<file path="src/i2c_macros.svh">
`ifndef I2C_MACROS_SVH
`define I2C_MACROS_SVH

// APB side
`define I2C_APB_AW 5

// Register map, byte offsets
`define I2C_REG_CMD      5'h00   // [7:1] target address, [0] rw
`define I2C_REG_TXDATA   5'h04
`define I2C_REG_RXDATA   5'h08   // Read only
`define I2C_REG_STATUS   5'h0C   // Write 1 to clear done and nack
`define I2C_REG_PRESCALE 5'h10

// Quarter SCL period is PRESCALE+1 clk cycles
`define I2C_PRESCALE_W 16

// 100 kHz SCL from a 50 MHz clk
`define I2C_PRESCALE_DEFAULT 16'd124

`endif

</file>
<file path="src/i2c_bit_timer.sv">
`timescale 1ns/1ps
`include "i2c_macros.svh"

module i2c_bit_timer (
    input  logic                        clk,
    input  logic                        rst,
    input  logic                        run,
    input  logic [`I2C_PRESCALE_W-1:0]  prescale,
    output logic                        qtick
);

    logic [`I2C_PRESCALE_W-1:0] cnt;

    // Held in reload while idle so the first quarter is full length
    always_ff @(posedge clk or posedge rst) begin
        if (rst) begin
            cnt <= '0;
        end else if (!run) begin
            cnt <= prescale;
        end else if (cnt == '0) begin
            cnt <= prescale;            // New prescale takes effect here
        end else begin
            cnt <= cnt - 1'b1;
        end
    end

    assign qtick = run && (cnt == '0);

    a_no_tick_idle: assert property (@(posedge clk) disable iff (rst)
        !run |-> !qtick);

endmodule

</file>
<file path="config.mk">
export PLATFORM = sky130hd
export DESIGN_NAME = i2c_bit_timer
export DESIGN_NICKNAME = d
export VERILOG_FILES = /design/src/i2c_bit_timer.sv
export VERILOG_INCLUDE_DIRS = /design/src
export SDC_FILE = /design/constraint.sdc
export NUM_CORES = 1
export LEC_CHECK = 0
export BUFFER_PORTS_ARGS = -buffer_cell sky130_fd_sc_hd__buf_2
export CORE_UTILIZATION = 38
export DETAILED_ROUTE_END_ITERATION = 6
export PLACE_DENSITY = 0.61
export SYNTH_ARGS = -nofsm -noshare
export SYNTH_HDL_FRONTEND = slang
export SYNTH_SLANG_ARGS = --single-unit
</file>
<file path="constraint.sdc">
create_clock -name clk -period 2.7 [get_ports clk]
set_input_delay 0.675 -clock clk [delete_from_list [all_inputs] [get_ports clk]]
set_output_delay 0.675 -clock clk [all_outputs]
set_load 0.02 [all_outputs]
</file>
==> impl_metrics.toml <==
[sta]
maxSlewHeadroom = 0.598
setup_viol = 0
fmax_ghz = 0.390
period_share = 0.950
slew_violations = 0
tns_ns = 0
holdWs_ns = 0.438
rsz0062_at_grt = "false"
worst_pin_slew_ns = 0.602
hold_viol = 0
fin_skew_ns = 0.00327
period_needed_ns = 2.57

[placement]
io_buffers = 19
placed_area_um2 = 1060
gp_congestion = 0.777
dpl.hpwl_um = 1390

[synthesis]
yosysSeqAreaShare = 0.435
syn_inst = 97
synth_top_area_frac = 0.435
yosys-top-cells-area = "dfrtp_1, o21ai_0, nand2_1, xor2_1, xnor2_1"
yosysWarnings = 0
synthFlopType = "dfrtp_1"
ys_seq_elements = 16
syn_avg_cell_area_um2 = 9.49
synth_top_area_cell = "dfrtp_1"
synth-edff-count = 0
syn-cell-area_um2 = 921
ys_types = 29
postSynth.asyncResetShare = 1.00
synthesis.nets = 118

[pwr]
switchingPower_mw = 0.167
peakVddDrop_mv = 0.279
switching_share = 0.292
totalPowerFinal_mw = 0.572
pwr-share-seq = 0.527
internal_power_mw = 0.405
clkPwrFrac = 0.277
powerDensity_nw_per_um2 = 522
p_leak_nw = 0.481
power_frac_comb = 0.197

[layout]
area_growth_pct = 19.0
drive_gt1_frac = 0.258
final_common_cell = "buf_2"
reg_top3 = "cnt x16"
n_antenna_cell = 0
largest_register_ffs = 16
top_register = "cnt"
final_cell_mix = "buf_2, nand2_1, dfrtp_1"
fillers = 228
num-nets-final = 142
design_area_um2 = 1100

[clock_tree]
clock_latency_ns = 0.29
cts_hold_repair.buffers = 0
clockRootBuffer = "clkbuf_4"
cts.sinks = 16
clk_path_buf_depth = 2
cts.clk_slew.worst_paths_ns = 0.09
cts_tree = "done"
cts-htree-levels = 1
cts_setup_buffers = 0
cts_resized = 1
numCtsBuffers = 3

[hold_path]
hp-class = "primary input to asynchronous set/reset pin"

[worst_setup_path]
path_class = "flop to primary output"
critPathCaptureType = "primary output"
crit_fanout = 5
arrival_ns = 1.89
cp_data_required_time_ns = 2.03
worstSetupStartpointType = "flop"

[drt]
wl_um = 1780
wl_per_cell_um = 12.1
first_iter_violations = 11
drc = 0
drtPass1Iterations = 4
vias = 754
antenna_left = 0
viasPerCell = 5.09

[job]
drv_cap = 0

[global_route]
grt_usage = 0.168
grt.overflow.total = 0
grt_pass1_vias = 751
grt_pass1_wl_um = 3210
antenna_found_initial = 0
grt_max_degree = 21

[floorplan]
die_area_um2 = 2620
core_area_um2 = 2250
fp.dieW_um = 51.2
start_util = 0.408
io_pins = 20
die_y_um = 51.2
placementRows = 17

[outcome]
outcome = "finished, final reports clean"
## path summary, 6_finish.rpt
kind | start | to | slack (ns) | cells after the start
worst max-delay path | cnt[8] | qtick | 0.13 | 4
worst min-delay path | rst | cnt[7] | 0.44 | 2
worst max register to register | cnt[8] | cnt[7] | 0.69 | 5
worst min register to register | cnt[0] | cnt[0] | 0.55 | 1
max in group asynchronous | rst | cnt[14] | 1.87 | 2
min in group clk | cnt[0] | cnt[0] | 0.55 | 1
## cell families after synthesis
group	Yosys count	share of synthesized area
compound gates	22	0.164
simple gates	40	0.238
xor+xnor	11	0.105
flops	16	0.435
buf+inv	6	0.0313
fa+ha+maj	2	0.0272
## per-stage QoR
| step | utilization | cells | setup slack (ns) |
|---|---|---|---|
| global placement | 0.468 | 144 | 0.339 |
| finish | 0.486 | 148 | 0.134 |
| floorplan | - | 97 | 0.399 |
| detailed placement | 0.468 | 144 | 0.278 |
| CTS | 0.486 | 148 | 0.110 |
| global route | 0.486 | 148 | 0.0118 |
## synthesized netlist by cell type, drive strengths merged, types with 2 or more instances
cell type / instances
inv: 3
nor2: 4
buf: 3
a21oi: 2
o41ai: 2
nor4: 6
o21ai: 13
xor2: 6
xnor2: 5
dfrtp: 16
a21o: 2
nand3: 2
ha: 2
nand2: 17
or4: 3
o31a: 2
## power groups by stage
| stage | registers, mW | logic [mW] | clock network, mW |
|---|---|---|---|
| 2_1_floorplan | 0.297 | 0.0821 | 0 |
| 3_3_place_gp | 0.303 | 0.111 | 0 |
| 3_5_place_dp | 0.305 | 0.114 | 0 |
| 4_1_cts | 0.301 | 0.115 | 0.165 |
| 5_1_grt | 0.307 | 0.129 | 0.177 |
| 6_report | 0.301 | 0.113 | 0.158 |
## per-layer routing
| layer | track usage | up-vias | wire length [um] |
|---|---|---|---|
| met5 | 0 | - | 0 |
| met4 | 0.0586 | 0 | 13 |
| met3 | 0.0655 | 2 | 73 |
| met2 | 0.270 | 15 | 857 |
| met1 | 0.204 | 344 | 839 |
| li1 | - | 393 | - |
## layout make-up
class                           instances  area [um^2]  area share
Inverter                                3         11.3      0.0103
Sequential cell                        16          400       0.365
Tap cell                               28         35.0      0.0320
Multi-Input combinational cell         75          495       0.452
Timing Repair Buffer                   22          118       0.107
Clock buffer                            4         36.3      0.0331
## worst max-delay path, cell delays in order, from the launching register on
cell	delay, ns
dfrtp_1	0.44
or4_4	0.59
nor4_1	0.26
and2_1	0.16
buf_2	0.16
(Power assumes the default switching activity.)
