==> config.mk <==
export PLATFORM = sky130hd
export DESIGN_NAME = i2c_master
export DESIGN_NICKNAME = d
export VERILOG_FILES = /design/src/i2c_macros.svh /design/src/i2c_pkg.sv /design/src/i2c_master.sv
export SDC_FILE = /design/constraint.sdc
export NUM_CORES = 1
export LEC_CHECK = 0
export ABC_AREA = 0
export BUFFER_PORTS_ARGS = -buffer_cell sky130_fd_sc_hd__clkbuf_2
export CORE_ASPECT_RATIO = 0.5
export CORE_MARGIN = 5
export CORE_UTILIZATION = 35
export DETAILED_ROUTE_END_ITERATION = 7
export PLACE_DENSITY = 0.56
export RECOVER_POWER = 100
export SLEW_MARGIN = 20
export SYNTH_ARGS = -nofsm -noshare
export SYNTH_HDL_FRONTEND = slang
export SYNTH_SLANG_ARGS = --single-unit
export TNS_END_PERCENT = 50
==> constraint.sdc <==
create_clock -name clk -period 4.6 [get_ports clk]
set_clock_uncertainty 0.05 [all_clocks]
set_input_delay 0 -clock clk [delete_from_list [all_inputs] [get_ports clk]]
set_output_delay 0 -clock clk [all_outputs]
set_load 0.02 [all_outputs]
==> src/i2c_macros.svh <==
`ifndef I2C_MACROS_SVH
`define I2C_MACROS_SVH

// APB side
`define I2C_APB_AW 5

// Register map, byte offsets
`define I2C_REG_CMD      5'h00   // [7:1] target address, [0] rw
`define I2C_REG_TXDATA   5'h04
`define I2C_REG_RXDATA   5'h08   // Read only
`define I2C_REG_STATUS   5'h0C   // Write 1 to clear done and nack
`define I2C_REG_PRESCALE 5'h10

// Quarter SCL period is PRESCALE+1 clk cycles
`define I2C_PRESCALE_W 16

// 100 kHz SCL from a 50 MHz clk
`define I2C_PRESCALE_DEFAULT 16'd124

`endif

==> src/i2c_pkg.sv <==
package i2c_pkg;

    // Command from the register block, start is a one cycle pulse
    typedef struct packed {
        logic       start;
        logic [6:0] addr;
        logic       rw;     // 1 = read
        logic [7:0] txdata;
    } i2c_cmd_t;

    // Engine response, nack and rxdata are valid with done
    typedef struct packed {
        logic       busy;
        logic       done;
        logic       nack;
        logic [7:0] rxdata;
    } i2c_rsp_t;

    // STATUS register, busy lands in bit 0
    typedef struct packed {
        logic nack;
        logic done;
        logic busy;
    } i2c_status_t;

    typedef struct packed {
        logic [6:0] addr;
        logic       rw;
    } i2c_addr_byte_t;

    // Same byte seen as address phase or as data phase
    typedef union packed {
        i2c_addr_byte_t ab;
        logic [7:0]     data;
    } i2c_shift_u;

    typedef enum logic [3:0] {
        IDLE,
        START,
        ADDR,
        ACK_ADDR,
        WRITE_DATA,
        ACK_WRITE,
        READ_DATA,
        SEND_NACK,
        STOP
    } i2c_state_e;

endpackage

==> src/i2c_master.sv <==
`timescale 1ns/1ps

module i2c_master (
    input  logic               clk,
    input  logic               rst,
    input  i2c_pkg::i2c_cmd_t  cmd,
    output i2c_pkg::i2c_rsp_t  rsp,
    input  logic               qtick,
    output logic               run,
    output logic               scl,
    output logic               sda_oe,
    input  logic               sda_in
);

    i2c_pkg::i2c_state_e state;
    i2c_pkg::i2c_shift_u shift;
    logic [1:0] quarter;    // Quarter of the current bit period
    logic [2:0] bit_cnt;
    logic       rw_q;
    logic [7:0] txdata_q;
    logic       nack;
    logic       done;
    logic       launch;

    assign launch = (state == i2c_pkg::IDLE) && cmd.start;
    assign run    = (state != i2c_pkg::IDLE);

    always_comb begin
        rsp.busy   = run;
        rsp.done   = done;
        rsp.nack   = nack;
        rsp.rxdata = shift.data;
    end

    // Bit phases: q0 SCL low, SDA moves at its end; SCL rises after q1;
    // SCL falls after q3
    always_ff @(posedge clk or posedge rst) begin
        if (rst) begin
            state   <= i2c_pkg::IDLE;
            quarter <= '0;
            bit_cnt <= '0;
            rw_q    <= 1'b0;
            scl     <= 1'b1;
            sda_oe  <= 1'b0;
            nack    <= 1'b0;
            done    <= 1'b0;
        end else begin
            done <= 1'b0;
            if (launch) begin
                state   <= i2c_pkg::START;
                quarter <= '0;
                bit_cnt <= '0;
                rw_q    <= cmd.rw;
                nack    <= 1'b0;
            end else if (run && qtick) begin
                quarter <= quarter + 2'd1;
                case (quarter)
                    2'd0: begin
                        case (state)
                            i2c_pkg::ADDR, i2c_pkg::WRITE_DATA:
                                sda_oe <= ~shift.data[7];   // MSB first
                            i2c_pkg::STOP:
                                sda_oe <= 1'b1;     // Pull SDA low ahead of STOP
                            i2c_pkg::START: ;
                            default:
                                sda_oe <= 1'b0;     // ACK slots, read bits, NACK
                        endcase
                    end
                    2'd1: begin
                        if (state == i2c_pkg::START) begin
                            sda_oe <= 1'b1;         // START, SDA falls under high SCL
                        end else begin
                            scl <= 1'b1;
                            if ((state == i2c_pkg::ACK_ADDR ||
                                 state == i2c_pkg::ACK_WRITE) && sda_in)
                                nack <= 1'b1;
                        end
                    end
                    2'd2: begin
                        if (state == i2c_pkg::STOP)
                            sda_oe <= 1'b0;         // STOP, SDA rises under high SCL
                    end
                    default: begin
                        if (state != i2c_pkg::STOP)
                            scl <= 1'b0;
                        case (state)
                            i2c_pkg::START:
                                state <= i2c_pkg::ADDR;
                            i2c_pkg::ADDR: begin
                                bit_cnt <= bit_cnt + 3'd1;
                                if (bit_cnt == 3'd7)
                                    state <= i2c_pkg::ACK_ADDR;
                            end
                            i2c_pkg::ACK_ADDR: begin
                                if (nack)
                                    state <= i2c_pkg::STOP;     // Skip the data byte
                                else if (rw_q)
                                    state <= i2c_pkg::READ_DATA;
                                else
                                    state <= i2c_pkg::WRITE_DATA;
                            end
                            i2c_pkg::WRITE_DATA: begin
                                bit_cnt <= bit_cnt + 3'd1;
                                if (bit_cnt == 3'd7)
                                    state <= i2c_pkg::ACK_WRITE;
                            end
                            i2c_pkg::READ_DATA: begin
                                bit_cnt <= bit_cnt + 3'd1;
                                if (bit_cnt == 3'd7)
                                    state <= i2c_pkg::SEND_NACK;
                            end
                            i2c_pkg::ACK_WRITE, i2c_pkg::SEND_NACK:
                                state <= i2c_pkg::STOP;
                            default: begin
                                state <= i2c_pkg::IDLE;
                                done  <= 1'b1;      // Busy drops on this same cycle
                            end
                        endcase
                    end
                endcase
            end
        end
    end

    // Shift register and latched transmit byte
    always_ff @(posedge clk) begin
        if (launch) begin
            shift.ab.addr <= cmd.addr;
            shift.ab.rw   <= cmd.rw;
            txdata_q      <= cmd.txdata;
        end else if (run && qtick) begin
            if (quarter == 2'd0 &&
                (state == i2c_pkg::ADDR || state == i2c_pkg::WRITE_DATA))
                shift.data <= {shift.data[6:0], 1'b0};
            else if (quarter == 2'd1 && state == i2c_pkg::READ_DATA)
                shift.data <= {shift.data[6:0], sda_in};   // Sample at SCL rise
            else if (quarter == 2'd3 && state == i2c_pkg::ACK_ADDR)
                shift.data <= txdata_q;
        end
    end

    // SDA only moves under high SCL for START and STOP conditions
    a_sda_stable: assert property (@(posedge clk) disable iff (rst)
        (scl && $past(scl) &&
         !($past(state) inside {i2c_pkg::START, i2c_pkg::STOP})) |-> $stable(sda_oe));

    a_idle_hold: assert property (@(posedge clk) disable iff (rst)
        (state == i2c_pkg::IDLE && !cmd.start) |=> state == i2c_pkg::IDLE);

endmodule

==> impl_metrics.toml, run 1 <==
[finish]
drive_gt1_share_pct = 15.2
diodes = 0
postLayoutCellArea_mm2 = 0.00199
nets = 224
areaGrowthSynthToFinish_pct = 23.5

[place]
place.gp.congestion = 0.803
placed_area_mm2 = 0.00179
numPortBuffers = 34
dp_hpwl_mm = 2.57

[logic_synthesis]
yosys-top-cells-count = "19 x nor2_1, 16 x edfxtp_1, 14 x a21oi_1"
synth_edf_count = 16
ys_types = 37
synth.largest_area_cell = "edfxtp_1"
synth_most_common_cell = "nor2_1"
syn-num-nets = 181
synth-seq-cells = 30
ys_async_sr_fraction_pct = 46.7
yosysWarningCount = 0
synth.avg_cell_area_um2 = 10.6
syn_inst = 153
syn_area_mm2 = 0.00162
synthTopCellsByArea = "edfxtp_1 30%, dfrtp_1 20%, mux2i_1 7.4%"
synth_flop_cell = "edfxtp_1"
yosysSeqAreaShare_pct = 51.5
synth_top_area_share_pct = 29.7

[global_routing]
overflow = 0
grt_pass1_wl_mm = 5.91
use_met1_pct = 16.2
grt_util_met3_pct = 5.67
met2_usage_pct = 18.9
grt_max_degree = 21
antenna_found_initial = 0
grt_usage_pct = 12.8
busiest_layer = "met2"
grt_pass1_vias = 1211

[critical_path]
cp_max_fo = 8
setup.worst_path.class = "reg2reg"
cp.arrival_ps = 3030
crit_required_ps = 4450
r2r_end = "shift[2]$_DFFE_PP_"
r2r_slack_ps = 1420
cp-startpoint = "quarter[1]$_DFFE_PP0P_"
r2r_cells = 6
end_kind = "flop"
worstReg2RegStart = "quarter[1]$_DFFE_PP0P_"
startpoint_type = "flop"

[power_and_ir_drop]
p_leak_nw = 0.811
power_density_mw_per_mm2 = 620
irDropWorstVdd_mv = 0.227

[status]
outcome = "complete, no violations"

[sta]
fin_tns_setup_ps = 0
period_share_pct = 69.1
rsz0062_at_grt = "false"
slew_headroom_pct = 23.3
finalSetupViolations = 0
fin_crit_ps = 3180
fmax_mhz = 315
tightest_slew_ps = 1140
finalHoldViolCount = 0
slew_viol_final = 0

[routing]
drt-pass1-iter-count = 4
route.detailed.drc = 0
num_vias = 1291
postRouteAntennaNets = 0
drt-total-wl_mm = 3.75
dr.first_iter.drc_count = 112
vias_per_cell = 5.08
wl_per_cell_um = 14.8

[clocking]
clockBufferDepth = 2
cts_tree = "done"
cts_inserted_buffers = 5
clk_latency_ps = 290
cts-root-buf = "clkbuf_8"
cts.clk_slew.worst_paths_ps = 60
post_cts_buffers = 0
h-tree-depth = 2
cts_resized = 0
cts.sinks = 30

[floorplan]
core_region_area_mm2 = 0.00442
initial_core_util_pct = 36.5
pin_count = 35
fp.dieW_um = 106
fp.dieH_um = 58.0
num_rows = 17
die-area_mm2 = 0.00616

[hold_path]
holdPathStages = 3
hold_class = "in2reg"
min_from = "cmd[15]"
holdPathEnd = "shift[7]$_DFFE_PP_"

[run]
maxCapViolations = 0
-- sequential cells by signal, indices dropped and copies added, names as in the netlist --
name / count
txdata_q: 8
done: 1
rw_q: 1
bit_cnt: 3
sda_oe: 1
scl: 1
shift: 8
quarter: 2
state: 4
nack: 1
-- stage by stage --
step           instances  total power, mW  utilization (%)  hold WS, ps  worst slack [ps]
2_1_floorplan        153            0.910                -         -161              1930
3_3_place_gp         232             1.02             40.5         6.83              1540
3_5_place_dp         232             1.03             40.5         20.2              1420
4_1_cts              254             1.25             45.5        0.963              1370
5_1_grt              254             1.32             45.1         7.83              1140
6_report             254             1.24             45.1         2.81              1420
-- critical path, cell delays in order, from the launching register on --
cell and delay [ps]:
dfrtp_1 420, inv_1 110, ha_1 300, mux2i_1 160
a2111oi_4 770, a31oi_1 70, o21ai_0 910
-- repair_timing --
| action | in CTS | in global routing |
|---|---|---|
| endpoints found under the hold margin | 26 | 0 |
| hold buffers | 14 | 0 |
| endpoints found under the setup margin | 0 | 0 |
-- cell usage in the layout, fill, tap and decap left out, drive strengths merged, types with 6 or more instances in the layout --
cell type,n
clkbuf,40
nor2,19
edfxtp,16
a21oi,14
dlygate4sd3,14
dfrtp,13
mux2i,12
nand2,11
ha,7
inv,6
o21ai,6
-- area by class of cell --
type	count	area, µm²
fill	439	2430
sequential	30	832
multi-input combinational	105	694
timing repair buffer	48	293
clock buffer	6	72.6
tap	57	71.3
inverter	6	22.5
clock inverter	2	8.76
-- report_power, final --
group          total [mW]  switching (mW)  internal (mW)
Combinational       0.521           0.306          0.214
Clock               0.210           0.106          0.104
Sequential          0.506           0.115          0.391
-- kinds of logic after synthesis --
group / synth area share (%)
muxes: 8.13
DFF: 51.5
and+or+nand+nor: 15.6
adders and majority gates: 5.42
xor gates and xnor gates: 1.08
AOI/OAI and AO/OA: 12.8
buffers and inverters: 5.50
-- how the worst max path moves through the flow --
stage                              end  slack (ps)  cells past startpoint
floorplan           shift[0]$_DFFE_PP_        1930                      6
global placement    shift[5]$_DFFE_PP_        1540                      6
finish              shift[2]$_DFFE_PP_        1420                      6
global route        shift[2]$_DFFE_PP_        1140                      6
detailed placement  shift[5]$_DFFE_PP_        1420                      6
CTS                 shift[1]$_DFFE_PP_        1370                      6
-- routing by layer --
layer  share of wire (%)  vias to the layer above  wire length [µm]
met4                 1.6                        0                59
met3                 5.8                        6               218
met5                   0                        -                 0
met1                  49                      606              1850
li1                    -                      633                 -
met2                  43                       46              1620
Power figures use the tool's default switching activity.
==> inputs of run 2 (changes only) <==
==> constraint.sdc (replaced) <==
create_clock -name clk -period 3.2 [get_ports clk]
set_clock_uncertainty 0.05 [all_clocks]
set_input_delay 0 -clock clk [delete_from_list [all_inputs] [get_ports clk]]
set_output_delay 0 -clock clk [all_outputs]
set_load 0.02 [all_outputs]
==> run 2 against run 1 <==
Against the previous run: via count decreased by 2.2%; critical path depth is 1 higher; fmax is 25% higher; wire length fell by 1.9%; sequential power up 44%; worst hold slack improved by 2.3 ps; critical path type unchanged; largest cell class unchanged; largest power group unchanged; highest routed layer unchanged.
==> impl_metrics.toml, run 2 (same netlist as run 1, synthesis figures left out) <==
[status]
outcome = "complete, no violations"

[critical_path]
cpPeakStageDelay_ps = 510
crit_required_ps = 3070
crit_chain = "inv_1, ha_1, mux2i_1, a2111oi_4, a31oi_1, o21ai_0, clkbuf_1"
cp.arrival_ps = 2410
setup.worst_path.class = "reg2reg"
startpoint_type = "flop"
cp_max_fo = 8
end_kind = "flop"
crit_slowest_cell = "a2111oi_4"

[finish]
drive_gt1_share_pct = 15.7
fin_cells = 254
reg.largest.list = "shift x8, txdata_q x8, state x4"
final_cell_mix = "20 x clkbuf_2, 19 x nor2_1, 17 x clkbuf_1, 16 x edfxtp_1, 14 x a21oi_1"
final_common_cell = "clkbuf_2"
diodes = 0
areaGrowthSynthToFinish_pct = 22.5
nets = 224
nFillCells = 440

[global_routing]
antenna_found_initial = 0
grt_usage_pct = 12.7
grt_pass1_wl_mm = 6.13
grt_max_degree = 21
grt_pass1_vias = 1249
overflow = 0

[routing]
drt-total-wl_mm = 3.68
num_vias = 1262
route.detailed.drc = 0
vias_per_cell = 4.97
postRouteAntennaNets = 0
dr.first_iter.drc_count = 71
wl_per_cell_um = 14.5
drt-pass1-iter-count = 4

[place]
numPortBuffers = 34
dp_cells = 235
place.gp.congestion = 0.828
dp_hpwl_mm = 2.60

[clocking]
cts_tree = "done"
clockBufferDepth = 2
cts.sinks = 30
clk_latency_ps = 280
cts.clk_slew.worst_paths_ps = 60
cts_inserted_buffers = 5
h-tree-depth = 2
cts-root-buf = "clkbuf_8"

[floorplan]
core_region_area_mm2 = 0.00442
fp.dieW_um = 106
num_rows = 17
die-area_mm2 = 0.00616
pin_count = 35
fp.dieH_um = 58.0
initial_core_util_pct = 36.5

[run]
maxCapViolations = 0

[sta]
finalSetupViolations = 0
fin_crit_ps = 2540
fin_tns_setup_ps = 0
slew_viol_final = 0
finalHoldViolCount = 0
fmax_mhz = 394
slew_headroom_pct = 52.1
tightest_slew_ps = 712
period_share_pct = 79.4
rsz0062_at_grt = "false"

[power_and_ir_drop]
power_density_mw_per_mm2 = 896
irDropWorstVdd_mv = 0.291
p_total_mw = 1.77
p_leak_nw = 0.805

[hold_path]
hold_class = "in2reg"
## run 2: cell types whose count changed in the layout (fill, tap and decap cells not counted)
cell | previous run | this run
clkbuf_1 | 15 | 17
dlygate4sd3_1 | 14 | 11
buf_4 | 0 | 1
## run 2: layer usage
layer	wire, µm	track usage [%]	share of wire (%)
met1	1920	18.1	52
met2	1610	19.3	44
met3	126	3.00	3.4
met4	27	3.87	0.73
met5	0	0	0
## run 2: power breakdown
part | internal (mW) | switching (mW) | leakage [nW]
combinational | 0.313 | 0.440 | 0.441
sequential | 0.561 | 0.166 | 0.321
clock | 0.149 | 0.145 | 0.0426
## run 2: final timing paths
path	start	slack, ps	depth (start not counted)	end
min in group asynchronous	rst	260	3	rw_q$_DFFE_PP0P_
setup / recovery	quarter[0]$_DFFE_PP0P_	660	7	shift[3]$_DFFE_PP_
hold reg to reg	rw_q$_DFFE_PP0P_	430	2	rw_q$_DFFE_PP0P_
max in group asynchronous	rst	2470	3	scl$_DFFE_PP1P_
hold / removal	cmd[12]	5	3	shift[4]$_DFFE_PP_
setup reg to reg	quarter[0]$_DFFE_PP0P_	660	7	shift[3]$_DFFE_PP_
## run 2: what timing repair did
item	in CTS	in global routing
endpoints found under the hold margin	23	0
hold buffers	11	0
gates resized for setup	0	0
buffers inserted	0	0
## run 2: layout make-up
cell class,instances,area [µm²],area share [%]
Clock buffer,6,72.6,3.67
Clock inverter,2,8.76,0.442
Inverter,6,22.5,1.14
Multi-Input combinational cell,105,694,35.1
Sequential cell,30,832,42.0
Tap cell,57,71.3,3.60
Timing Repair Buffer,48,278,14.0
## run 2: through the flow
step | area (µm²) | setup slack, ps | utilization, % | hold WS [ps]
after global placement | 1810 | 957 | 41.0 | -0.721
after CTS | 2000 | 884 | 45.3 | 3.48
after floorplan | 1620 | 532 | - | -161
final | 1980 | 659 | 44.7 | 5.08
after global routing | 1980 | 490 | 44.7 | 20.2
after detailed placement | 1810 | 894 | 41.0 | 13.4
## run 2: worst max-delay path, delay by kind of cell, from the launching register on
family | cells | cell delay (ps)
multiplexers | 1 | 150
adder cells (fa/ha/maj) | 1 | 270
flip-flops | 1 | 440
buffers and inverters | 2 | 500
AO/OA/AOI/OAI | 3 | 770
==> inputs of run 3 (changes only) <==
--- a/config.mk
+++ b/config.mk
@@ -5,7 +5,7 @@
 export SDC_FILE = /design/constraint.sdc
 export NUM_CORES = 1
 export LEC_CHECK = 0
-export ABC_AREA = 0
+export ABC_AREA = 1
 export BUFFER_PORTS_ARGS = -buffer_cell sky130_fd_sc_hd__clkbuf_2
 export CORE_ASPECT_RATIO = 0.5
 export CORE_MARGIN = 5
==> constraint.sdc (replaced) <==
create_clock -name clk -period 2.37 [get_ports clk]
set_clock_uncertainty 0.05 [all_clocks]
set_input_delay 0 -clock clk [delete_from_list [all_inputs] [get_ports clk]]
set_output_delay 0 -clock clk [all_outputs]
set_load 0.02 [all_outputs]
==> run 3 against run 2 <==
Against the previous run: combinational power rose by 77%; clock power grew 52%; critical path depth up 1; wire length up 16%; count of clock-buffer cells in the layout is the same; setup slack worse by 370 ps; synthesized area increased by 17%; cell count grew 39%; fmax is 22% higher; flip-flop and latch count did not move; die area is 15% higher.
==> impl_metrics.toml, run 3 <==
[place]
dp_slack_ps = 267
dp_cells = 327
place.gp.congestion = 0.829
numPortBuffers = 34
dp_hpwl_mm = 3.27
placed_area_mm2 = 0.00213

[power_and_ir_drop]
irDropWorstVdd_mv = 0.392
p_leak_nw = 1.15
p_total_mw = 2.70
power_density_mw_per_mm2 = 1160

[routing]
num_vias = 1593
postRouteAntennaNets = 0
dr.first_iter.drc_count = 48
route.detailed.drc = 0
drt-total-wl_mm = 4.29
drt-pass1-iter-count = 4
vias_per_cell = 4.53
wl_per_cell_um = 12.2

[sta]
finalHoldViolCount = 0
period_share_pct = 88.0
slew_viol_final = 0
finalSetupViolations = 0
tightest_slew_ps = 563
rsz0062_at_grt = "false"
fin_tns_setup_ps = 0
whs_ps = 40.3
layout_setup_ws_ps = 285
fin_crit_ps = 2090
fmax_mhz = 480
slew_headroom_pct = 62.4

[logic_synthesis]
ys_types = 28
synth-seq-cells = 30
synth_most_common_cell = "nand2_1"
synth_flop_cell = "edfxtp_1"
syn_inst = 227
ys_async_sr_fraction_pct = 46.7
yosys-top-cells-count = "83 x nand2_1, 25 x inv_1, 16 x edfxtp_1, 16 x nand3_1, 13 x dfrtp_1"
yosysSeqAreaShare_pct = 44.1
syn-num-nets = 255
synth.avg_cell_area_um2 = 8.32
synth.largest_area_cell = "edfxtp_1"
yosysWarningCount = 0
synth_edf_count = 16
synth_top_area_share_pct = 25.4
synthTopCellsByArea = "edfxtp_1 25%, dfrtp_1 17%, nand2_1 17%"
syn_area_mm2 = 0.00189

[critical_path]
startpoint_type = "flop"
cp_max_fo = 8
cp.arrival_ps = 2000
crit_required_ps = 2290
end_kind = "flop"
r2r_cells = 8
setup.worst_path.class = "reg2reg"

[finish]
nets = 309
final_cell_mix = "86 x nand2_1, 25 x inv_1, 20 x clkbuf_2, 17 x nand3_1, 17 x dlygate4sd3_1"
finish.utilization_pct = 46.0
diodes = 0
fin_cells = 352
reg.largest.list = "shift x8, txdata_q x8, state x4"
postLayoutCellArea_mm2 = 0.00233
drive_gt1_share_pct = 18.8
final_common_cell = "nand2_1"
areaGrowthSynthToFinish_pct = 23.6

[floorplan]
fp.dieW_um = 114
die-area_mm2 = 0.00705
initial_core_util_pct = 37.3
fp.dieH_um = 61.9
pin_count = 35
core_region_area_mm2 = 0.00507
num_rows = 18

[clocking]
cts.sinks = 30
cts-root-buf = "clkbuf_8"
cts_tree = "done"
clockBufferDepth = 2
clk_latency_ps = 290
cts.clk_slew.worst_paths_ps = 70
cts_inserted_buffers = 5
h-tree-depth = 2
cts_resized = 0

[global_routing]
antenna_found_initial = 0
grt_pass1_wl_mm = 7.47
grt_pass1_vias = 1637
grt_max_degree = 17
grt_usage_pct = 13.9
overflow = 0

[status]
outcome = "complete, no violations"

[hold_path]
hold_class = "in2reg"
holdPathStages = 5

[run]
maxCapViolations = 0
[run 3: cell count changes after synthesis, sizes merged, moves of 3 or more]
| cell | previous run | this run |
|---|---|---|
| a21oi | 14 | 2 |
| clkbuf | 5 | 0 |
| inv | 6 | 28 |
| mux2i | 12 | 0 |
| nand2 | 11 | 95 |
| nand3 | 4 | 19 |
| nor2 | 19 | 14 |
| nor3 | 4 | 1 |
| nor4 | 3 | 0 |
| nor4b | 3 | 0 |
| o21ai | 6 | 13 |
| o21bai | 0 | 7 |
| o31ai | 3 | 0 |
[run 3: cell type report]
| type | instances | area (µm²) |
|---|---|---|
| inverter | 28 | 105 |
| multi-input combinational | 163 | 867 |
| clock inverter | 2 | 12.5 |
| clock buffer | 6 | 82.6 |
| sequential | 30 | 832 |
| fill | 504 | 2730 |
| tap | 70 | 87.6 |
| timing repair buffer | 53 | 347 |
[run 3: cells by family after synthesis]
family / after synthesis / share of synthesized area [%]
AND/OR/NAND/NOR: 132 / 35.4
buffers and inverters: 34 / 7.69
flip-flops: 30 / 44.1
AO/OA/AOI/OAI: 24 / 8.22
adder cells (fa/ha/maj): 7 / 4.64
[run 3: repair_timing]
item                      in CTS  in global routing
hold endpoints to repair      30                  0
hold buffers                  17                  0
buffers inserted               0                  0
[run 3: final timing paths]
kind	slack, ps	from	end
max	280	quarter[1]$_DFFE_PP0P_	shift[1]$_DFFE_PP_
min	40	sda_in	nack$_DFFE_PP0P_
max reg2reg	280	quarter[1]$_DFFE_PP0P_	shift[1]$_DFFE_PP_
min reg2reg	420	scl$_DFFE_PP1P_	scl$_DFFE_PP1P_
max in group asynchronous	1650	rst	scl$_DFFE_PP1P_
min in group asynchronous	250	rst	bit_cnt[2]$_DFFE_PP0P_
[run 3: where the power goes]
part	switching, mW	internal (mW)
clock network	0.213	0.233
logic	0.908	0.422
registers	0.143	0.783
total	1.26	1.44
[run 3: worst max-delay path, stage by stage, from the launching register on]
cell and delay (ps):
dfrtp_1 420, inv_1 110, ha_1 310, nand3_4 170
nor2_4 210, inv_1 90, nand2_1 70, o21ai_0 70
inv_1 260
[run 3: routing by layer]
metal	vias to the layer above	global-route usage [%]	routed length [µm]
met1	721	18.0	2140
li1	830	-	-
met5	-	0	0
met4	0	6.26	78
met3	8	3.68	229
met2	34	22.6	1840
