## src/i2c_macros.svh

```systemverilog
`ifndef I2C_MACROS_SVH
`define I2C_MACROS_SVH

// APB side
`define I2C_APB_AW 5

// Register map, byte offsets
`define I2C_REG_CMD      5'h00   // [7:1] target address, [0] rw
`define I2C_REG_TXDATA   5'h04
`define I2C_REG_RXDATA   5'h08   // Read only
`define I2C_REG_STATUS   5'h0C   // Write 1 to clear done and nack
`define I2C_REG_PRESCALE 5'h10

// Quarter SCL period is PRESCALE+1 clk cycles
`define I2C_PRESCALE_W 16

// 100 kHz SCL from a 50 MHz clk
`define I2C_PRESCALE_DEFAULT 16'd124

`endif

```

## src/i2c_pkg.sv

```systemverilog
package i2c_pkg;

    // Command from the register block, start is a one cycle pulse
    typedef struct packed {
        logic       start;
        logic [6:0] addr;
        logic       rw;     // 1 = read
        logic [7:0] txdata;
    } i2c_cmd_t;

    // Engine response, nack and rxdata are valid with done
    typedef struct packed {
        logic       busy;
        logic       done;
        logic       nack;
        logic [7:0] rxdata;
    } i2c_rsp_t;

    // STATUS register, busy lands in bit 0
    typedef struct packed {
        logic nack;
        logic done;
        logic busy;
    } i2c_status_t;

    typedef struct packed {
        logic [6:0] addr;
        logic       rw;
    } i2c_addr_byte_t;

    // Same byte seen as address phase or as data phase
    typedef union packed {
        i2c_addr_byte_t ab;
        logic [7:0]     data;
    } i2c_shift_u;

    typedef enum logic [3:0] {
        IDLE,
        START,
        ADDR,
        ACK_ADDR,
        WRITE_DATA,
        ACK_WRITE,
        READ_DATA,
        SEND_NACK,
        STOP
    } i2c_state_e;

endpackage

```

## src/i2c_regs.sv

```systemverilog
`timescale 1ns/1ps
`include "i2c_macros.svh"

module i2c_regs (
    input  logic                        clk,
    input  logic                        rst,
    input  logic                        psel,
    input  logic                        penable,
    input  logic                        pwrite,
    input  logic [`I2C_APB_AW-1:0]      paddr,
    input  logic [31:0]                 pwdata,
    output logic [31:0]                 prdata,
    output logic                        pready,
    output logic                        pslverr,
    output i2c_pkg::i2c_cmd_t           cmd,
    input  i2c_pkg::i2c_rsp_t           rsp,
    output logic [`I2C_PRESCALE_W-1:0]  prescale
);

    logic [6:0] addr_q;
    logic       rw_q;
    logic [7:0] txdata_q;
    logic [7:0] rxdata_q;
    logic       start_q;
    logic       done_q;
    logic       nack_q;
    logic       access;
    logic       wr;
    logic       addr_hit;
    logic       busy_any;
    logic       cmd_wr;
    logic       reject;
    logic       clr_wr;
    i2c_pkg::i2c_status_t status;

    assign pready   = 1'b1;                 // No wait states
    assign access   = psel & penable;
    assign wr       = access & pwrite;
    assign busy_any = rsp.busy | start_q;   // Covers the cycle before busy rises
    assign cmd_wr   = wr && (paddr == `I2C_REG_CMD);
    assign reject   = cmd_wr & busy_any;
    assign clr_wr   = wr && (paddr == `I2C_REG_STATUS);

    assign addr_hit = paddr inside {`I2C_REG_CMD, `I2C_REG_TXDATA, `I2C_REG_RXDATA,
                                    `I2C_REG_STATUS, `I2C_REG_PRESCALE};
    assign pslverr  = access & (~addr_hit | reject);

    always_ff @(posedge clk or posedge rst) begin
        if (rst) begin
            addr_q   <= '0;
            rw_q     <= 1'b0;
            txdata_q <= '0;
            start_q  <= 1'b0;
            prescale <= `I2C_PRESCALE_DEFAULT;
        end else begin
            start_q <= 1'b0;
            if (cmd_wr && !busy_any) begin  // Launch
                addr_q  <= pwdata[7:1];
                rw_q    <= pwdata[0];
                start_q <= 1'b1;
            end
            if (wr && paddr == `I2C_REG_TXDATA)
                txdata_q <= pwdata[7:0];
            if (wr && paddr == `I2C_REG_PRESCALE)
                prescale <= pwdata[`I2C_PRESCALE_W-1:0];
        end
    end

    // Sticky result bits, a done from the engine wins over a clear
    always_ff @(posedge clk or posedge rst) begin
        if (rst) begin
            rxdata_q <= '0;
            done_q   <= 1'b0;
            nack_q   <= 1'b0;
        end else if (rsp.done) begin
            rxdata_q <= rsp.rxdata;
            done_q   <= 1'b1;
            nack_q   <= rsp.nack;
        end else if (clr_wr) begin
            if (pwdata[1]) done_q <= 1'b0;
            if (pwdata[2]) nack_q <= 1'b0;
        end
    end

    always_comb begin
        status.busy = rsp.busy;
        status.done = done_q;
        status.nack = nack_q;
    end

    always_comb begin
        case (paddr)
            `I2C_REG_CMD:      prdata = {24'b0, addr_q, rw_q};
            `I2C_REG_TXDATA:   prdata = {24'b0, txdata_q};
            `I2C_REG_RXDATA:   prdata = {24'b0, rxdata_q};
            `I2C_REG_STATUS:   prdata = {29'b0, status};
            `I2C_REG_PRESCALE: prdata = {{(32-`I2C_PRESCALE_W){1'b0}}, prescale};
            default:           prdata = '0;
        endcase
    end

    always_comb begin
        cmd.start  = start_q;
        cmd.addr   = addr_q;
        cmd.rw     = rw_q;
        cmd.txdata = txdata_q;
    end

    a_pready: assert property (@(posedge clk) disable iff (rst) psel |-> pready);

    // Engine must be idle whenever a launch goes out
    a_start_idle: assert property (@(posedge clk) disable iff (rst)
        $rose(cmd.start) |-> !rsp.busy);

endmodule

```

## config.mk

```make
export PLATFORM = sky130hd
export DESIGN_NAME = i2c_regs
export DESIGN_NICKNAME = d
export VERILOG_FILES = /design/src/i2c_pkg.sv /design/src/i2c_regs.sv
export VERILOG_INCLUDE_DIRS = /design/src
export SDC_FILE = /design/constraint.sdc
export NUM_CORES = 1
export LEC_CHECK = 0
export BUFFER_PORTS_ARGS = -buffer_cell sky130_fd_sc_hd__buf_2
export CAP_MARGIN = 20
export CORE_MARGIN = 2
export CORE_UTILIZATION = 50
export CTS_BUF_LIST = sky130_fd_sc_hd__clkbuf_2 sky130_fd_sc_hd__clkbuf_4 sky130_fd_sc_hd__clkbuf_8
export DETAILED_ROUTE_END_ITERATION = 8
export GPL_ROUTABILITY_DRIVEN = 0
export PLACE_DENSITY = 0.95
export SLEW_MARGIN = 20
export SYNTH_ARGS = -nofsm -noshare
export SYNTH_HDL_FRONTEND = slang
export SYNTH_SLANG_ARGS = --single-unit
```

## constraint.sdc

```tcl
create_clock -name clk -period 1.9 [get_ports clk]
set_input_delay 0.095 -clock clk [delete_from_list [all_inputs] [get_ports clk]]
set_output_delay 0.095 -clock clk [all_outputs]
set_load 0.1 [all_outputs]
```

==> results of run 1 <==
## metrics by stage
stage | total power [W] | instance area (um2) | setup TNS, ns | worst slack, ns
2_1_floorplan | 0.00178 | 2280 | -0.136 | -0.136
3_3_place_gp | 0.00189 | 2900 | 0 | 0.225
3_5_place_dp | 0.00190 | 2900 | 0 | 0.211
4_1_cts | 0.00248 | 3000 | 0 | 0.312
5_1_grt | 0.00256 | 3000 | 0 | 0.200
6_report | 0.00245 | 3000 | 0 | 0.293
## cells in the final DEF, fill, tap and decap left out
cell type	count
nand2_1	2
or4_4	1
nor3_2	1
dlygate4sd3_1	1
a31oi_2	1
buf_12	16
nand2b_1	2
mux2i_1	10
nor3_1	4
o21ai_0	2
nor3b_1	1
or3_1	1
mux2_4	8
mux2_2	32
buf_2	70
clkbuf_8	5
o31ai_1	2
buf_4	9
dfrtp_1	38
dfstp_2	5
inv_1	2
conb_1	17
nand4b_1	2
o22ai_1	1
clkinv_2	1
or4_1	1
nand3_1	1
a211o_2	2
clkbuf_4	2
clkinv_1	1
or3b_1	1
a221o_2	6
and2_1	8
nor2_1	12
nand3b_1	3
## power by group through the flow
stage / Sequential, W / Clock (W) / Combinational, W
global placement: 0.00105 / 0 / 0.000837
floorplan: 0.00141 / 0 / 0.000366
CTS: 0.00104 / 0.000592 / 0.000850
global route: 0.00105 / 0.000637 / 0.000875
finish: 0.00104 / 0.000570 / 0.000847
detailed placement: 0.00106 / 0 / 0.000847
## routing by layer
layer | track usage [%] | up-vias | share of wire [%]
li1 | - | 780 | -
met1 | 27.0 | 822 | 39
met2 | 35.0 | 80 | 51
met3 | 5.63 | 7 | 8.4
met4 | 5.77 | 0 | 1.4
met5 | 0 | - | 0
## path summary, 6_finish.rpt
path | start | to | slack (ns) | depth (start not counted)
setup / recovery | paddr[3] | prdata[5] | 0.29 | 5
hold / removal | rsp[5] | rxdata_q[5] | 0.04 | 2
setup reg to reg | start_q | addr_q[5] | 0.70 | 4
hold reg to reg | rxdata_q[3] | rxdata_q[3] | 0.51 | 1
max in group asynchronous | rst | prescale[2] | 0.97 | 4
min in group asynchronous | rst | prescale[15] | 0.33 | 3
## flip-flops by register name, indices dropped and copies added (netlist names)
signal	cells
addr_q	7
done_q	1
nack_q	1
prescale	16
rw_q	1
rxdata_q	8
start_q	1
txdata_q	8
## cell type report
type	count	area [um2]
Timing Repair Buffer	96	748
Sequential cell	43	1080
Fill cell	312	1290
Tap cell	52	65.1
Multi-Input combinational cell	121	1010
Inverter	3	11.3
Clock buffer	7	83.8
Clock inverter	1	5.00
## kinds of logic after synthesis
family	after synthesis	share of synthesized area, %
buffers and inverters	30	8.77
other	2	0.340
DFF	43	49.0
and+or+nand+nor	40	10.5
muxes	50	26.3
AOI/OAI and AO/OA	14	5.21
==> results by group, run 1 <==
Clock network
  – CTS Buf Count: 5
  – Clk_lat worst skew: 0.29 ns
  – CTS tree: yes
  – Reg clk slew, reported paths: 0.07 ns
  – Clock tree buffer depth: 2
  – Post-CTS setup buffers: 0
  – Clk sink count: 43
  – CTS resizes: 0
  – H-tree Lvls: 2
  – CTS Hold Bufs: 1
  – CTS root buf: clkbuf_8

Floorplan
  – Die H: 70.5 um
  – Die area: 4970 um2
  – Die Wd: 70.5 um
  – Rows: 24
  – Core Footprint: 4290 um2
  – I/O pins: 120
  – Initial core utilization: 51.5%

Job
  – Max cap viols: 0

Yosys
  – Ys async rst share: 100%
  – Syn Inst Count: 179
  – Number of synthesized flops with an enable pin: 0
  – Top_reg_cell synth: dfrtp_1
  – Most instantiated cells after synthesis: 38 x dfrtp_1, 32 x mux2_2, 19 x buf_4
  – Most area-hungry cell type in the Yosys netlist: dfrtp_1
  – Top-area cell type share of the netlist area: 43.0%
  – Top-count cell post-synth: dfrtp_1
  – Synth Cell Area: 2210 um2
  – Post-synthesis sequential area ratio: 49.0%
  – Largest cells by area after synthesis: dfrtp_1 43%, mux2_2 16%, buf_4 6.5%
  – Syn avg cell area: 12.4 um2
  – Seq cells post-synth: 43
  – Netlist cell types: 32
  – Yosys warns: 0

STA
  – Final setup fails: 0
  – Achievable Freq: 0.622 GHz
  – Tcrit/Tclk final: 84.6%
  – Fin crit period: 1.61 ns
  – Worst Tran Pin Value: 0.527 ns
  – WHS: 0.0371 ns
  – Worst slew margin: 64.6%
  – Count of final hold-check violations: 0
  – RSZ-0062 raised after global routing: false
  – Fin. max-slew vios: 0
  – Fin Clk Skew: 0.00272 ns

Routing
  – Vias/cell: 5.23
  – Remaining DRCs: 0
  – Wire per inst: 15.6 um
  – Pre-antenna DRT Iters: 4
  – Initial DRC count: 95
  – Final ANT Viol Nets: 0
  – Final WL: 5.03 mm
  – Vias: 1689

Layout
  – Post-Layout Cell Count: 323
  – Synth-to-Final Area Change: 35.8%
  – ANT cells: 0
  – Nets: 323
  – Fraction of layout cells with a size suffix above 1: 58.7%
  – Fin util: 69.9%

Global routing
  – Total GRT Usage: 21.0%
  – Vias in the first global route: 1609
  – Largest net degree at the start of global routing: 20
  – Grt ovf: 0
  – Initial antenna violation count: 0
  – First-pass GRT wire length: 7.97 mm

Pwr
  – Combinational Power Share: 34.5%
  – Sw Ratio: 41.1%
  – Net switching power figure: 0.00101 W
  – Int Pwr: 0.00144 W
  – Pwr/cell area: 817 nW/um2
  – Sequential Power Share: 42.3%
  – Clock power frac: 23.2%
  – Maximum VDD drop: 0.000657 V
  – Static Leakage: 1.57 nW

Worst setup path
  – Sum of buffers and inverters on the critical path: 2
  – Arrival time at the worst endpoint: 1.51 ns
  – Crit. End Element: primary output
  – Largest fanout on the critical path: 13
  – Crit-path cells: buf_2 > or4_1 > nor2_1 > a221o_2 > buf_12
  – WS Path Type: in2out
  – CP max stage delay: 0.74 ns
  – CP Data Required Time: 1.80 ns
  – CP delay by family, top: simple AND/OR/NAND/NOR gates
  – Critical Path Source Type: input pin
  – Worst path slowest cell: or4_1

Status
  – Run status: completed

Worst hold path
  – HP Class: in2reg

Place
  – Dpl cells: 314
  – Hpwl dp: 3.87 mm
  – Port bufs: 86
(Power assumes the default switching activity.)
==> run 2, diff against run 1 <==
--- a/config.mk
+++ b/config.mk
@@ -9,11 +9,11 @@
 export BUFFER_PORTS_ARGS = -buffer_cell sky130_fd_sc_hd__buf_2
 export CAP_MARGIN = 20
 export CORE_MARGIN = 2
-export CORE_UTILIZATION = 50
+export CORE_UTILIZATION = 46
 export CTS_BUF_LIST = sky130_fd_sc_hd__clkbuf_2 sky130_fd_sc_hd__clkbuf_4 sky130_fd_sc_hd__clkbuf_8
 export DETAILED_ROUTE_END_ITERATION = 8
 export GPL_ROUTABILITY_DRIVEN = 0
-export PLACE_DENSITY = 0.95
+export PLACE_DENSITY = 0.89
 export SLEW_MARGIN = 20
 export SYNTH_ARGS = -nofsm -noshare
 export SYNTH_HDL_FRONTEND = slang
==> constraint.sdc (replaced) <==
create_clock -name clk -period 1.65 [get_ports clk]
set_input_delay 0.0825 -clock clk [delete_from_list [all_inputs] [get_ports clk]]
set_output_delay 0.0825 -clock clk [all_outputs]
set_load 0.1 [all_outputs]
==> run 2 against run 1 <==
Critical path depth is 1 lower. Cell count is 2.5% higher. Power is 16% higher. Flip-flop and latch count stayed put. Register-to-register slack worse by 0.30 ns. Clock-buffer cell count is 1 lower. Core utilization is 3.4 points lower. Die area is 8.2% higher. Non-clock buffer count is 6 higher. Clock skew hardly changed. Setup slack worse by 0.26 ns. Design area is 4.0% higher. Highest routed layer unchanged.
==> results by group, run 2 (synthesis results as in run 1) <==
Layout
  – Most frequent cells in the layout: 69 x buf_2, 32 x mux2_2, 20 x dfrtp_1, 18 x dfrtp_2 (was 70 x buf_2, 38 x dfrtp_1, 32 x mux2_2, 17 x conb_1, 16 x buf_12)
  – Biggest regs: prescale: 16 flops, rxdata_q: 8 flops, txdata_q: 8 flops (unchanged)
  – Synth-to-Final Area Change: 41.3% (was 35.8%)
  – Max reg flops: 16 (unchanged)
  – ANT cells: 0 (unchanged)
  – Layout fillers: 350 (was 312)
  – Top reg by flops: prescale (unchanged)
  – Commonest non-fill, non-tap cell in the layout: buf_2 (unchanged)
  – Nets: 329 (was 323)
  – Fraction of layout cells with a size suffix above 1: 69.7% (was 58.7%)

Worst setup path
  – Worst r2r src: start_q (unchanged)
  – Critical Path Source Type: register (was input pin)
  – WS Path Type: reg2out (was in2out)
  – R2r endpoint: addr_q[1] (was addr_q[5])
  – R2R Setup Slk: 0.40 ns (was 0.70 ns)
  – Largest fanout on the critical path: 3 (was 13)
  – CP Data Required Time: 1.57 ns (was 1.80 ns)
  – Worst-case reg-to-reg path depth: 4 (unchanged)
  – Crit. End Element: primary output (unchanged)
  – Arrival time at the worst endpoint: 1.54 ns (was 1.51 ns)

Place
  – Hpwl dp: 4.08 mm (was 3.87 mm)
  – Port bufs: 86 (unchanged)

Global routing
  – Total GRT Usage: 20.6% (was 21.0%)
  – Grt ovf: 0 (unchanged)
  – Initial antenna violation count: 0 (unchanged)
  – Vias in the first global route: 1694 (was 1609)
  – Largest net degree at the start of global routing: 44 (was 20)
  – First-pass GRT wire length: 8.27 mm (was 7.97 mm)

STA
  – WHS: 0.0139 ns (was 0.0371 ns)
  – Worst Tran Pin Value: 0.522 ns (was 0.527 ns)
  – Fin. max-slew vios: 0 (unchanged)
  – Count of final hold-check violations: 0 (unchanged)
  – Fin Clk Skew: 0.00264 ns (was 0.00272 ns)
  – Final setup fails: 0 (unchanged)
  – RSZ-0062 raised after global routing: true (was false)
  – Fin crit period: 1.62 ns
  – Tcrit/Tclk final: 98.2%
  – Worst slew margin: 65.2% (was 64.6%)
  – Achievable Freq: 0.617 GHz

Floorplan
  – Core Footprint: 4690 um2 (was 4290 um2)
  – Die H: 73.3 um (was 70.5 um)
  – Rows: 25 (was 24)
  – I/O pins: 120 (unchanged)
  – Die area: 5380 um2 (was 4970 um2)
  – Initial core utilization: 47.1% (was 51.5%)
  – Die Wd: 73.3 um (was 70.5 um)

Routing
  – Remaining DRCs: 0 (unchanged)
  – Final ANT Viol Nets: 0 (unchanged)
  – Initial DRC count: 82 (was 95)
  – Vias: 1715 (was 1689)
  – Vias/cell: 5.18 (was 5.23)
  – Wire per inst: 16.4 um (was 15.6 um)
  – Final WL: 5.43 mm (was 5.03 mm)
  – Pre-antenna DRT Iters: 4 (unchanged)

Pwr
  – Combinational Power Share: 34.9% (was 34.5%)
  – Sw Ratio: 41.8% (was 41.1%)
  – Pwr Total: 0.00286 W (was 0.00245 W)
  – Sequential Power Share: 42.0% (was 42.3%)
  – Pwr/cell area: 915 nW/um2 (was 817 nW/um2)
  – Clock power frac: 23.1% (was 23.2%)
  – Static Leakage: 1.58 nW (was 1.57 nW)
  – Maximum VDD drop: 0.000761 V (was 0.000657 V)
  – Net switching power figure: 0.00119 W (was 0.00101 W)
  – Int Pwr: 0.00166 W (was 0.00144 W)

Worst hold path
  – HP Class: in2reg (unchanged)
  – Hold Path Origin: rsp[8] (was rsp[5])
  – Hold depth: 3 (was 2)
  – WHS Endpoint: nack_q (was rxdata_q[5])

Clock network
  – Clk_lat worst skew: 0.29 ns (about the same)
  – CTS root buf: clkbuf_8 (unchanged)
  – CTS tree: yes (unchanged)
  – CTS Buf Count: 5 (unchanged)
  – Reg clk slew, reported paths: 0.08 ns (was 0.07 ns)
  – Clk sink count: 43 (unchanged)
  – Clock tree buffer depth: 2 (unchanged)
  – H-tree Lvls: 2 (unchanged)

Status
  – Run status: completed (unchanged)

Job
  – Max cap viols: 0 (unchanged)
[run 2: metrics by stage]
stage	TNS, ns	util, %	setup slack (ns)	cells	cell area (um2)
4_1_cts	0	66.3	0.0235	330	3110
2_1_floorplan	-0.0786	-	-0.0786	194	2330
3_5_place_dp	-0.274	64.1	-0.0224	321	3010
5_1_grt	-0.0256	66.6	-0.0256	331	3120
3_3_place_gp	-0.0865	64.1	-0.0114	321	3010
6_report	0	66.6	0.0297	331	3120
[run 2: worst max path at each step]
stage | to | startpoint | slack [ns] | cells past startpoint
floorplan | pslverr | paddr[4] | -0.08 | 4
global placement | txdata_q[4] | paddr[1] | -0.01 | 4
detailed placement | prescale[10] | paddr[1] | -0.02 | 6
CTS | prdata[1] | addr_q[0] | 0.02 | 4
global route | prdata[1] | addr_q[0] | -0.03 | 4
finish | prdata[1] | addr_q[0] | 0.03 | 4
[run 2: area by class of cell]
| cell class | instances | area, um2 | area share, % |
|---|---|---|---|
| sequential | 43 | 1100 | 35.4 |
| multi-input combinational | 121 | 1040 | 33.4 |
| timing repair buffer | 102 | 808 | 25.9 |
| clock buffer | 6 | 76.3 | 2.44 |
| tap | 54 | 67.6 | 2.16 |
| clock inverter | 2 | 12.5 | 0.401 |
| inverter | 3 | 11.3 | 0.361 |
[run 2: critical path: stages, from the launching register on]
cell,delay (ns)
dfrtp_2,0.42
mux2i_1,0.15
o22ai_1,0.10
a221o_2,0.39
buf_12,0.18
[run 2: what timing repair did]
item / 4_1_cts / 5_1_grt
hold endpoints to repair: 38 / 0
buffers inserted: 0 / 1
endpoints found under the setup margin: 5 / 6
pin swaps: 0 / 1
resized for setup: 1 / 1
hold buffers: 1 / 0
[run 2: metal layers]
metal	wire (um)	GRT usage, %	vias up
met1	2120	26.3	845
li1	-	-	788
met4	76	7.47	0
met3	364	4.53	8
met2	2870	34.6	74
met5	0	0	-
[run 2: power by group through the flow]
| stage | Sequential (W) | Combinational, W | Clock [W] |
|---|---|---|---|
| floorplan | 0.00163 | 0.000424 | 0 |
| CTS | 0.00120 | 0.000997 | 0.000672 |
| global placement | 0.00121 | 0.000982 | 0 |
| detailed placement | 0.00122 | 0.000994 | 0 |
| finish | 0.00120 | 0.000997 | 0.000659 |
| global route | 0.00121 | 0.00103 | 0.000721 |
==> run 3, diff against run 2 <==
--- a/config.mk
+++ b/config.mk
@@ -6,14 +6,15 @@
 export SDC_FILE = /design/constraint.sdc
 export NUM_CORES = 1
 export LEC_CHECK = 0
-export BUFFER_PORTS_ARGS = -buffer_cell sky130_fd_sc_hd__buf_2
+export ABC_AREA = 1
 export CAP_MARGIN = 20
 export CORE_MARGIN = 2
-export CORE_UTILIZATION = 46
+export CORE_UTILIZATION = 61
 export CTS_BUF_LIST = sky130_fd_sc_hd__clkbuf_2 sky130_fd_sc_hd__clkbuf_4 sky130_fd_sc_hd__clkbuf_8
 export DETAILED_ROUTE_END_ITERATION = 8
+export DONT_BUFFER_PORTS = 1
 export GPL_ROUTABILITY_DRIVEN = 0
-export PLACE_DENSITY = 0.89
+export PLACE_DENSITY = 0.84
 export SLEW_MARGIN = 20
 export SYNTH_ARGS = -nofsm -noshare
 export SYNTH_HDL_FRONTEND = slang
==> run 3 against run 2 <==
Largest power group unchanged. Clock skew up 0.0055 ns. Sequential power rose by 10%. Die area decreased by 17%. Synthesized cell count increased by 65%. Wire length is 63% higher. Largest cell class unchanged. Synthesized area rose by 8.6%. Worst hold slack gained 0.0044 ns. Flip-flop and latch count unchanged. Critical path depth shrank 1. Combinational power is 2.2% lower. Maximum frequency fell by 0.33%. Core utilization is 25 points higher.
==> results by group, run 3 <==
Status
  – Run status: completed (unchanged)

Place
  – Port bufs: 0 (was 86)
  – Cell Area, Placed: 3040 um2 (was 3010 um2)
  – Hpwl dp: 4.77 mm (was 4.08 mm)
  – Dpl cells: 381 (was 321)

Yosys
  – Netlist cell types: 24 (was 32)
  – Top-count cell post-synth: nand2_1 (was dfrtp_1)
  – Seq cells post-synth: 43 (unchanged)
  – Top-area cell type share of the netlist area: 39.6% (was 43.0%)
  – Most instantiated cells after synthesis: 94 x nand2_1, 38 x dfrtp_1, 29 x inv_1 (was 38 x dfrtp_1, 32 x mux2_2, 19 x buf_4)
  – Syn Inst Count: 296 (was 179)
  – Synth Cell Area: 2400 um2 (was 2210 um2)
  – Number of synthesized flops with an enable pin: 0 (unchanged)
  – Yosys warns: 0 (unchanged)
  – Largest cells by area after synthesis: dfrtp_1 40%, nand2_1 15%, buf_4 6.9% (was dfrtp_1 43%, mux2_2 16%, buf_4 6.5%)
  – Top_reg_cell synth: dfrtp_1 (unchanged)
  – Post-synthesis sequential area ratio: 45.1% (was 49.0%)
  – Syn avg cell area: 8.11 um2 (was 12.4 um2)
  – Ys async rst share: 100% (unchanged)
  – Most area-hungry cell type in the Yosys netlist: dfrtp_1 (unchanged)

Clock network
  – Clk sink count: 43 (unchanged)
  – Post-CTS setup buffers: 0 (unchanged)
  – Clock tree buffer depth: 2 (unchanged)
  – Clk_lat worst skew: 0.31 ns (was 0.29 ns)
  – Reg clk slew, reported paths: 0.09 ns (was 0.08 ns)
  – CTS root buf: clkbuf_8 (unchanged)
  – H-tree Lvls: 2 (unchanged)
  – CTS Buf Count: 5 (unchanged)
  – CTS tree: yes (unchanged)

Layout
  – Commonest non-fill, non-tap cell in the layout: nand2_1 (was buf_2)
  – Max reg flops: 16 (unchanged)
  – Nets: 421 (was 329)
  – Design area: 3420 um2 (was 3120 um2)
  – Fraction of layout cells with a size suffix above 1: 38.2% (was 69.7%)
  – ANT cells: 0 (unchanged)
  – Biggest regs: prescale: 16 flops, rxdata_q: 8 flops, txdata_q: 8 flops (unchanged)
  – Synth-to-Final Area Change: 42.4% (was 41.3%)
  – Top reg by flops: prescale (unchanged)
  – Most frequent cells in the layout: 91 x nand2_1, 32 x buf_4, 28 x inv_1, 28 x dlygate4sd3_1, 24 x nand4_1 (was 69 x buf_2, 32 x mux2_2, 20 x dfrtp_1, 18 x dfrtp_2)
  – Post-Layout Cell Count: 417 (was 331)
  – Layout fillers: 143 (was 350)
  – Fin util: 92.0% (was 66.6%)

Global routing
  – Initial antenna violation count: 0 (unchanged)
  – Total GRT Usage: 44.0% (was 20.6%)
  – Vias in the first global route: 2687 (was 1694)
  – Grt ovf: 0 (unchanged)
  – Largest net degree at the start of global routing: 25 (was 44)
  – First-pass GRT wire length: 14.0 mm (was 8.27 mm)

Worst setup path
  – Worst path slowest cell: dfrtp_4 (was dfrtp_2)
  – CP delay by family, top: flip-flops (was compound AO/OA/AOI/OAI gates)
  – Arrival time at the worst endpoint: 1.54 ns (about the same)
  – Largest fanout on the critical path: 3 (unchanged)
  – CP Data Required Time: 1.57 ns (about the same)
  – WS Path Type: reg2out (unchanged)
  – CP max stage delay: 0.63 ns (was 0.42 ns)
  – Crit-path cells: nand3_1 > nand4_1 > buf_12 (was mux2i_1 > o22ai_1 > a221o_2 > buf_12)
  – Sum of buffers and inverters on the critical path: 1 (unchanged)
  – Critical Path Source Type: register (unchanged)
  – Crit. End Element: primary output (unchanged)

STA
  – Achievable Freq: 0.615 GHz (was 0.617 GHz)
  – Worst Tran Pin Value: 0.864 ns (was 0.522 ns)
  – Tcrit/Tclk final: 98.5% (was 98.2%)
  – Fin crit period: 1.63 ns (was 1.62 ns)
  – Fin. max-slew vios: 0 (unchanged)
  – Worst slew margin: 42.0% (was 65.2%)
  – RSZ-0062 raised after global routing: false (was true)
  – Fin Clk Skew: 0.00812 ns (was 0.00264 ns)
  – Count of final hold-check violations: 0 (unchanged)
  – Final setup fails: 0 (unchanged)

Worst hold path
  – HP Class: in2reg (unchanged)

Pwr
  – Combinational Power Share: 32.4% (was 34.9%)
  – Clock power frac: 23.7% (was 23.1%)
  – Int Pwr: 0.00169 W (was 0.00166 W)
  – Static Leakage: 1.64 nW (was 1.58 nW)
  – Net switching power figure: 0.00132 W (was 0.00119 W)
  – Sw Ratio: 44.0% (was 41.8%)
  – Pwr/cell area: 880 nW/um2 (was 915 nW/um2)
  – Maximum VDD drop: 0.000906 V (was 0.000761 V)
  – Sequential Power Share: 43.9% (was 42.0%)

Floorplan
  – I/O pins: 120 (unchanged)
  – Die Wd: 66.7 um (was 73.3 um)
  – Die area: 4450 um2 (was 5380 um2)
  – Die H: 66.7 um (was 73.3 um)
  – Rows: 22 (was 25)
  – Core Footprint: 3720 um2 (was 4690 um2)
  – Initial core utilization: 64.6% (was 47.1%)

Routing
  – Pre-antenna DRT Iters: 5 (was 4)
  – Remaining DRCs: 0 (unchanged)
  – Initial DRC count: 347 (was 82)
  – Vias/cell: 6.04 (was 5.18)
  – Vias: 2520 (was 1715)
  – Final ANT Viol Nets: 0 (unchanged)
  – Final WL: 8.86 mm (was 5.43 mm)
  – Wire per inst: 21.3 um (was 16.4 um)

Job
  – Max cap viols: 0 (unchanged)
[run 3: cell types whose count changed after synthesis, moves of 5 or more]
| cell | change |
|---|---|
| nand3_1 | +16 |
| mux2i_1 | -10 |
| o21ai_2 | +16 |
| inv_1 | +26 |
| nand2_1 | +92 |
| nand4_1 | +24 |
| nand2_2 | +8 |
| and2_1 | -8 |
| a221o_1 | -6 |
| inv_2 | +5 |
| mux2_2 | -32 |
| mux2_4 | -8 |
| nor2_1 | +5 |
[run 3: tightest hold or removal path, cell delays in order]
cell and delay, ns:
nor2_2 0.06, nand4_1 0.10, nand2_1 0.05
[run 3: kinds of logic (layout without fill, tap and decap cells)]
family | Yosys count | count (layout) | share of synthesized area, %
other | 2 | 17 | 0.313
and+or+nand+nor | 169 | 169 | 33.8
buffers and inverters | 62 | 120 | 14.1
DFF | 43 | 43 | 45.1
AOI/OAI and AO/OA | 20 | 20 | 6.67
[run 3: layer usage]
layer	track usage (%)	routed length [um]	part of all wire, %
met5	0	0	0
met4	25.3	459	5.2
met3	13.7	809	9.1
met2	74.3	4550	51
met1	48.8	3050	34
[run 3: power by group through the flow]
| stage | registers, W | logic (W) | clock network, W |
|---|---|---|---|
| 2_1_floorplan | 0.00164 | 0.000439 | 0 |
| 3_3_place_gp | 0.00133 | 0.000861 | 0 |
| 3_5_place_dp | 0.00133 | 0.000879 | 0 |
| 4_1_cts | 0.00131 | 0.000944 | 0.000683 |
| 5_1_grt | 0.00133 | 0.00101 | 0.000733 |
| 6_report | 0.00132 | 0.000975 | 0.000711 |
[run 3: area by class of cell]
class | count | area [um2] | share of cell area, %
multi-input cells | 206 | 1110 | 32.6
repair buffers | 78 | 881 | 25.8
clock buffers | 7 | 83.8 | 2.45
clock inverters | 1 | 5.00 | 0.146
inverters | 34 | 128 | 3.73
flip-flops and latches | 43 | 1150 | 33.5
well taps | 48 | 60.1 | 1.76
[run 3: repair_timing]
| item | 4_1_cts | 5_1_grt |
|---|---|---|
| resized for setup | 0 | 2 |
| hold endpoints to repair | 61 | 0 |
| setup endpoints to repair | 0 | 2 |
| hold buffers | 28 | 0 |
[run 3: stage by stage]
step / setup slack (ns) / total power, W / setup TNS [ns] / hold slack (ns)
after floorplan: -0.308 / 0.00208 / -0.630 / 0.190
after global placement: 0.298 / 0.00219 / 0 / 0.0537
after detailed placement: 0.248 / 0.00221 / 0 / 0.0667
after CTS: 0.0544 / 0.00294 / 0 / 0.0624
after global routing: 0.00468 / 0.00307 / 0 / 0.0267
final: 0.0243 / 0.00301 / 0 / 0.0184
[run 3: final timing paths]
path | slack, ns | end | cells after the start | startpoint
max | 0.02 | prdata[3] | 3 | txdata_q[3]
min | 0.02 | addr_q[1] | 3 | rsp[10]
min reg2reg | 0.50 | prescale[2] | 2 | prescale[2]
max in group asynchronous | 0.73 | prescale[5] | 3 | rst
min in group asynchronous | 0.29 | addr_q[0] | 2 | rst
max reg2reg | 0.33 | addr_q[0] | 4 | start_q
